$ cat src/source/multihPkg.sv
package multihPkg;

   // ------------------------------
   // trellis size and datapath widths
   // ------------------------------

   // number of trellis states
   localparam int NUM_STATES = 4;
   // bits needed to name a state
   localparam int STATE_W = $clog2(NUM_STATES);
   // signed matched-filter correlation
   localparam int CORR_W = 18;
   // unsigned accumulated path metric
   localparam int METRIC_W = 12;
   // signed tilt bias
   localparam int TILT_W = 5;

   // ------------------------------
   // scalar types
   // ------------------------------

   // modulation index of the current symbol, h = 4/16 or 5/16
   typedef enum logic {
      H45 = 1'b0,
      H54 = 1'b1
   } hIndex_t;

   // named signed types keep packed array elements signed
   typedef logic signed [CORR_W-1:0] corr_t;
   // one extra bit so the tilt bias cannot overflow
   typedef logic signed [CORR_W:0] bm_t;
   typedef logic [METRIC_W-1:0] metric_t;

   // ------------------------------
   // bundles
   // ------------------------------

   // filter bank output, one value per state and hypothesised bit
   typedef struct packed {
      corr_t [NUM_STATES-1:0] bit1;
      corr_t [NUM_STATES-1:0] bit0;
   } corrVec_t;

   // branch metrics into one destination state
   typedef struct packed {
      bm_t bit1;
      bm_t bit0;
   } branchPair_t;

   // indexed by destination state
   typedef branchPair_t [NUM_STATES-1:0] branchVec_t;

   typedef metric_t [NUM_STATES-1:0] metricVec_t;

   // one bit per state, set when the bit-1 predecessor survived
   typedef logic [NUM_STATES-1:0] decision_t;

endpackage
$ cat src/source/multihTrellis.sv
module multihTrellis #(
   parameter int TRACE_DEPTH = 16
) (
   input  logic                                clk,
   input  logic                                reset,
   input  logic                                symEn,
   input  multihPkg::corrVec_t                 corrIn,
   input  logic signed [multihPkg::TILT_W-1:0] tilt,
   output logic                                bitOut,
   output logic                                bitValid
);

   import multihPkg::*;

   // branch metrics by destination state
   branchVec_t bmVec;
   logic bmValid;

   // ACS results
   metricVec_t metricVec;
   decision_t decVec;
   // shared normalisation from the survivor block
   logic normalize;

   // ------------------------------
   // branch metrics
   // ------------------------------

   branchMetric branchMetric_inst (
      .clk     (clk),
      .reset   (reset),
      .symEn   (symEn),
      .corrIn  (corrIn),
      .tilt    (tilt),
      .bmVec   (bmVec),
      .bmValid (bmValid)
   );

   // ------------------------------
   // one ACS per state
   // ------------------------------

   // state s is entered from 2s (bit 0) and 2s+1 (bit 1)
   for (genvar s = 0; s < NUM_STATES; s++) begin : gAcs
      acsUnit acsUnit_inst (
         .clk         (clk),
         .reset       (reset),
         .bmValid     (bmValid),
         .branch      (bmVec[s]),
         .pred0Metric (metricVec[(2 * s) % NUM_STATES]),
         .pred1Metric (metricVec[(2 * s + 1) % NUM_STATES]),
         .normalize   (normalize),
         .metric      (metricVec[s]),
         .decision    (decVec[s])
      );
   end

   // ------------------------------
   // survivor memory
   // ------------------------------

   survivorPath #(
      .TRACE_DEPTH (TRACE_DEPTH)
   ) survivorPath_inst (
      .clk       (clk),
      .reset     (reset),
      .bmValid   (bmValid),
      .metricVec (metricVec),
      .decVec    (decVec),
      .normalize (normalize),
      .bitOut    (bitOut),
      .bitValid  (bitValid)
   );

endmodule

$ cat src/source/survivorPath.sv
module survivorPath #(
   parameter int TRACE_DEPTH = 16
) (
   input  logic                  clk,
   input  logic                  reset,
   input  logic                  bmValid,
   input  multihPkg::metricVec_t metricVec,
   input  multihPkg::decision_t  decVec,
   output logic                  normalize,
   output logic                  bitOut,
   output logic                  bitValid
);

   import multihPkg::*;

   // counts up to TRACE_DEPTH-1 and holds
   localparam int CNT_W = $clog2(TRACE_DEPTH + 1);

   // decisions and new metrics are valid in this cycle
   logic decValid;
   logic [CNT_W-1:0] warmCount;

   // newest bit at index 0, oldest at TRACE_DEPTH-1
   logic [NUM_STATES-1:0][TRACE_DEPTH-1:0] pathReg;
   logic [NUM_STATES-1:0][TRACE_DEPTH-1:0] pathNext;

   logic [STATE_W-1:0] bestState;
   metric_t bestMetric;

   // ------------------------------
   // normalisation request
   // ------------------------------

   // any metric in the upper half pulls all of them down
   always_comb begin
      normalize = 1'b0;
      for (int s = 0; s < NUM_STATES; s++) begin
         normalize = normalize | metricVec[s][METRIC_W-1];
      end
   end

   // ------------------------------
   // register exchange
   // ------------------------------

   // predecessors of s are 2s and 2s+1, the input bit names the winner
   always_comb begin
      for (int s = 0; s < NUM_STATES; s++) begin
         if (decVec[s]) begin
            pathNext[s] = {pathReg[(2 * s + 1) % NUM_STATES][TRACE_DEPTH-2:0], 1'b1};
         end else begin
            pathNext[s] = {pathReg[(2 * s) % NUM_STATES][TRACE_DEPTH-2:0], 1'b0};
         end
      end
   end

   // best state, lowest index on a tie
   always_comb begin
      bestState  = '0;
      bestMetric = metricVec[0];
      for (int s = 1; s < NUM_STATES; s++) begin
         if (metricVec[s] > bestMetric) begin
            bestState  = STATE_W'(s);
            bestMetric = metricVec[s];
         end
      end
   end

   // ------------------------------
   // registers
   // ------------------------------

   always_ff @(posedge clk) begin
      if (reset) begin
         decValid  <= 1'b0;
         warmCount <= '0;
         pathReg   <= '0;
      end else begin
         decValid <= bmValid;
         if (decValid) begin
            pathReg <= pathNext;
            // warm-up stops once the paths are full
            if (warmCount != CNT_W'(TRACE_DEPTH - 1)) begin
               warmCount <= warmCount + 1'b1;
            end
         end
      end
   end

   // oldest bit of the best path, in the update cycle
   assign bitOut   = pathNext[bestState][TRACE_DEPTH-1];
   assign bitValid = decValid & (warmCount == CNT_W'(TRACE_DEPTH - 1));

endmodule

$ cat src/source/acsUnit.sv
module acsUnit (
   input  logic                            clk,
   input  logic                            reset,
   input  logic                            bmValid,
   input  multihPkg::branchPair_t          branch,
   input  logic [multihPkg::METRIC_W-1:0]  pred0Metric,
   input  logic [multihPkg::METRIC_W-1:0]  pred1Metric,
   input  logic                            normalize,
   output logic [multihPkg::METRIC_W-1:0]  metric,
   output logic                            decision
);

   import multihPkg::*;

   // wide enough for any metric plus any branch
   localparam int SUM_W = CORR_W + 2;
   localparam logic signed [SUM_W-1:0] MAX_SUM = 2**METRIC_W - 1;
   // amount removed by one normalisation step
   localparam metric_t HALF = metric_t'(1) << (METRIC_W - 1);

   logic signed [SUM_W-1:0] sum0;
   logic signed [SUM_W-1:0] sum1;
   metric_t cand0;
   metric_t cand1;
   metric_t winner;
   metric_t nextMetric;
   logic pick1;

   // clamp into the metric range at both ends
   function automatic metric_t clampSum(input logic signed [SUM_W-1:0] sum);
      metric_t result;
      if (sum < 0) begin
         result = '0;
      end else if (sum > MAX_SUM) begin
         result = '1;
      end else begin
         result = sum[METRIC_W-1:0];
      end
      return result;
   endfunction

   // ------------------------------
   // add, compare, select
   // ------------------------------

   always_comb begin
      // metrics are unsigned, zero extend before the signed add
      sum0  = $signed({1'b0, pred0Metric}) + branch.bit0;
      sum1  = $signed({1'b0, pred1Metric}) + branch.bit1;
      cand0 = clampSum(sum0);
      cand1 = clampSum(sum1);
      // tie keeps predecessor 0
      pick1  = (cand1 > cand0);
      winner = pick1 ? cand1 : cand0;
      // shared step, floor at zero for states far below the leader
      if (normalize) begin
         nextMetric = (winner >= HALF) ? winner - HALF : '0;
      end else begin
         nextMetric = winner;
      end
   end

   // accumulated metric
   always_ff @(posedge clk) begin
      if (reset) begin
         metric <= '0;
      end else if (bmValid) begin
         metric <= nextMetric;
      end
   end

   // survivor choice for the path memory
   always_ff @(posedge clk) begin
      if (bmValid) begin
         decision <= pick1;
      end
   end

endmodule

$ cat src/source/branchMetric.sv
module branchMetric (
   input  logic                                clk,
   input  logic                                reset,
   input  logic                                symEn,
   input  multihPkg::corrVec_t                 corrIn,
   input  logic signed [multihPkg::TILT_W-1:0] tilt,
   output multihPkg::branchVec_t               bmVec,
   output logic                                bmValid
);

   import multihPkg::*;

   // index used for the symbol now at the input
   hIndex_t hIndex;

   // correlations with tilt applied, still in filter order
   branchPair_t [NUM_STATES-1:0] biased;
   // after the h-dependent rotation
   branchVec_t bmNext;

   // ------------------------------
   // tilt bias
   // ------------------------------

   // tilt pushes bit 0 up and bit 1 down by the same amount
   always_comb begin
      for (int s = 0; s < NUM_STATES; s++) begin
         // sign extension to CORR_W+1 from the signed context
         biased[s].bit0 = corrIn.bit0[s] + tilt;
         biased[s].bit1 = corrIn.bit1[s] - tilt;
      end
   end

   // ------------------------------
   // state rotation
   // ------------------------------

   // under H54 the pair of filter s lands on destination s+1
   always_comb begin
      for (int s = 0; s < NUM_STATES; s++) begin
         if (hIndex == H54) begin
            bmNext[s] = biased[(s + NUM_STATES - 1) % NUM_STATES];
         end else begin
            bmNext[s] = biased[s];
         end
      end
   end

   // ------------------------------
   // registers
   // ------------------------------

   // strobe and h phase
   always_ff @(posedge clk) begin
      if (reset) begin
         hIndex  <= H45;
         bmValid <= 1'b0;
      end else begin
         bmValid <= symEn;
         // alternate index every symbol
         if (symEn) begin
            hIndex <= (hIndex == H45) ? H54 : H45;
         end
      end
   end

   // metrics held until the next strobe
   always_ff @(posedge clk) begin
      if (symEn) begin
         bmVec <= bmNext;
      end
   end

endmodule

$ cat config.mk
export PLATFORM = sky130hd
export DESIGN_NAME = multihTrellis
export DESIGN_NICKNAME = d
export VERILOG_FILES = /design/src/source/multihPkg.sv /design/src/source/multihTrellis.sv /design/src/source/survivorPath.sv /design/src/source/acsUnit.sv /design/src/source/branchMetric.sv
export SDC_FILE = /design/constraint.sdc
export NUM_CORES = 1
export LEC_CHECK = 0
export ABC_CLOCK_PERIOD_IN_PS = 16900
export BUFFER_PORTS_ARGS = -buffer_cell sky130_fd_sc_hd__buf_4
export CAP_MARGIN = 30
export CORE_MARGIN = 2
export CORE_UTILIZATION = 26
export CTS_CLUSTER_DIAMETER = 40
export DETAILED_ROUTE_END_ITERATION = 12
export GPL_ROUTABILITY_DRIVEN = 0
export HOLD_SLACK_MARGIN = 0.1
export SYNTH_ARGS = -nofsm -noshare
export SYNTH_HDL_FRONTEND = slang
export SYNTH_SLANG_ARGS = --single-unit
$ cat constraint.sdc
create_clock -name clk -period 16.9 [get_ports clk]
set_input_delay 3.38 -clock clk [delete_from_list [all_inputs] [get_ports clk]]
set_output_delay 3.38 -clock clk [all_outputs]
set_load 0.02 [all_outputs]
==> summary.md <==
| Metric | Value |
|---|---|
| Skew final | `0.0671 ns` |
| DIE AREA | `102000 um2` |
| Slowest stage delay, CP | `0.71 ns` |
| CTS clock-pin slew for the worst setup and hold paths | `0.05 ns` |
| CTS root buf | `clkbuf_16` |
| Startpoint types | `flop` |
| Slew Viols, Final | `0` |
| Worst Path Arrival | `7.06 ns` |
| # DRC | `0` |
| CTS Hold Bufs | `0` |
| Top_reg_cell synth | `edfxtp_1` |
| Top cell type's share of synthesized area | `0.181` |
| Power Total | `0.00344 W` |
| Switching power | `0.00134 W` |
| Async set-reset flop share out of synthesis | `0` |
| Vias in the first global route | `21900` |
| Worst-margin pin slew | `1.11 ns` |
| Clock sinks | `272` |
| HP Start | `survivorPath_inst.pathReg[26]` |
| Routed Antenna Nets | `0` |
| Count leader, synth | `nor2_1` |
| Die width | `320 um` |
| Starting DRT DRC Count | `1870` |
| RR Endpoint | `gAcs[0].acsUnit_inst.metric[5]` |
| Share of layout cells above drive strength 1 | `0.128` |
| Via count | `22800` |
| # diodes | `0` |
| Final hold vios | `0` |
| Internal power | `0.00210 W` |
| Maximum VDD drop | `0.0862 mV` |
| Synth Cell Area | `25900 um2` |
| Fmax | `95.8 MHz` |
| Levels on crit path | `30` |
| Yosys reg bits | `272` |
| GRT Resource Usage Total | `0.150` |
| Post-synthesis sequential area ratio | `0.270` |
| Part of the cycle the worst path needs | `0.618` |
| Flop pwr share | `0.271` |
| CP max-delay cell | `o31a_1` |
| CTS tree | `yes` |
| Most frequent cells after synthesis | `343 x nor2_1, 327 x ha_1, 214 x nand2_1, 187 x o21ai_0, 162 x a21oi_1` |
| Initial Utilization | `0.263` |
| First-pass GRT wire length | `122 mm` |
| DR WL/cell | `17.8 um` |
| Worst path top cell family by delay | `compound AO/OA/AOI/OAI gates` |
| Initial antenna violation count | `0` |
| Crit Path Max Fanout | `13` |
| CTS Buf Count | `52` |
| Reg2reg start | `branchMetric_inst.bmVec[25]` |
| Nets | `3606` |
| Number of synthesized flops with an enable pin | `156` |
| Post-synthesis cell count | `2987` |
| Clock share of power | `0.306` |
| Required @ worst endpoint | `13.52 ns` |
| Net Sw Frac | `0.389` |
| Comb power frac | `0.423` |
| End point of the critical path | `bitOut` |
| Syn Area/Cell | `8.68 um2` |
| Pwr Density | `114 nW/um2` |
| Crit path kind | `reg -> out` |
| FP Rows | `115` |
| Detailed Routing Iterations Pass 1 | `6` |
| CTS H-tree depth | `2` |
| R2R depth | `18` |
| Setup violators final | `0` |
| Most used cell along the critical path | `a21o_1` |
| Worst setup path startpoint | `gAcs[0].acsUnit_inst.metric[5]` |
| Post-CTS setup buffers | `0` |
| Core region area | `98600 um2` |
| Vias per cell | `5.14` |
| Port buffer count | `153` |
| Syn Nets | `3482` |
| Worst hold path type | `reg -> reg` |
| HPWL after detailed placement | `63.7 mm` |
| Chip Height | `320 um` |
| Slew margin rel. | `0.259` |
| Post_cts resized | `0` |
| Synth warnings | `0` |
| Most area-consuming cells after synthesis | `edfxtp_1 18%, ha_1 16%, dfxtp_1 9.0%, nor2_1 5.0%, xnor2_1 5.0%` |
| Clk buf depth | `3` |
| Post-Route Utilization | `0.307` |
| Ports | `154` |
| Pin count of the biggest net entering global routing | `82` |
| RSZ-0062 raised after global routing | `false` |
| Synth area leader | `edfxtp_1` |
| R2R Setup Slk | `10.36 ns` |
| Area Overhead vs Synth | `16.8%` |
| Max_cap viols | `0` |
| Routed wire length | `78.9 mm` |
| Status | `completed` |
| CP endpoint kind | `output pin` |
| Final Critical Period | `10.44 ns` |
| Static leakage | `12.4 nW` |
| Distinct cells, synth | `90` |
| Buf/Inv on CP | `3` |
| Total congestion overflow | `0` |
| Total negative setup slack | `0 ns` |
| Worst-skew pair later-pin latency | `0.62 ns` |
-- final cells by class --
cell class | count | area [um2]
tap | 1287 | 1610
inverter | 126 | 475
multi-input combinational | 2489 | 18100
fill | 10300 | 68300
clock inverter | 39 | 468
timing repair buffer | 170 | 1320
clock buffer | 59 | 1350
sequential | 272 | 7010
-- layer usage --
layer	global-route usage	share of wire
met5	0	0
met4	0.0544	0.034
met3	0.0168	0.049
met2	0.254	0.46
met1	0.195	0.45
-- registers in the layout (all words and copies together), names as in the netlist --
register / flops
branchMetric_inst.bmVec: 152
gAcs.acsUnit_inst.decision: 4
survivorPath_inst.warmCount: 5
branchMetric_inst.hIndex: 1
survivorPath_inst.pathReg: 60
gAcs.acsUnit_inst.metric: 48
survivorPath_inst.decValid: 1
branchMetric_inst.bmValid: 1
-- placed cells by master, fill, tap and decap left out, types with 73 or more instances in the layout --
| cell type | synthesis | routed |
|---|---|---|
| a211oi_1 | 87 | 87 |
| a21o_1 | 73 | 73 |
| a21oi_1 | 162 | 162 |
| buf_4 | 2 | 167 |
| dfxtp_1 | 116 | 114 |
| edfxtp_1 | 156 | 156 |
| ha_1 | 327 | 327 |
| inv_1 | 124 | 123 |
| mux2_2 | 78 | 78 |
| mux2i_1 | 114 | 114 |
| nand2_1 | 214 | 214 |
| nor2_1 | 343 | 342 |
| o21ai_0 | 187 | 187 |
| xnor2_1 | 147 | 147 |
-- power by group through the flow --
stage / Combinational [W] / Clock, W / Sequential, W
after floorplan: 0.00105 / 0 / 0.000876
after global placement: 0.00140 / 0 / 0.000946
after detailed placement: 0.00142 / 0 / 0.000946
after CTS: 0.00143 / 0.00107 / 0.000934
after global routing: 0.00160 / 0.00110 / 0.000942
final: 0.00146 / 0.00105 / 0.000935
-- worst min-delay path, cell delays in order (launching register included) --
cell and delay [ns]:
dfxtp_1 0.32, nor2_1 0.08, a211oi_1 0.05
-- how the worst min path moves through the flow --
stage | end | slack [ns] | cells after the start
2_1_floorplan | gAcs[1].acsUnit_inst.metric[0] | 0.47 | 2
3_3_place_gp | survivorPath_inst.pathReg[11] | 0.48 | 2
3_5_place_dp | survivorPath_inst.pathReg[45] | 0.49 | 2
4_1_cts | survivorPath_inst.pathReg[4] | 0.50 | 2
5_1_grt | survivorPath_inst.pathReg[19] | 0.51 | 2
6_report | survivorPath_inst.pathReg[26] | 0.50 | 2
-- stage by stage --
step | instance area [um2] | std cells | hold WS, ns | setup WS, ns
finish | 30300 | 4442 | 0.497 | 6.46
global route | 30300 | 4442 | 0.512 | 6.04
CTS | 30300 | 4441 | 0.499 | 6.61
detailed placement | 28500 | 4343 | 0.492 | 7.24
global placement | 28400 | 4341 | 0.484 | 7.32
floorplan | 25900 | 2987 | 0.467 | 7.52
-- cell families after synthesis --
family / Yosys count / synth area share
AOI/OAI and AO/OA: 848 / 0.219
DFF: 272 / 0.270
and+or+nand+nor: 918 / 0.165
adders and majority gates: 343 / 0.170
muxes: 192 / 0.0779
xor gates and xnor gates: 188 / 0.0635
buffers and inverters: 226 / 0.0337
No activity file was read; power rests on OpenSTA's default activity.
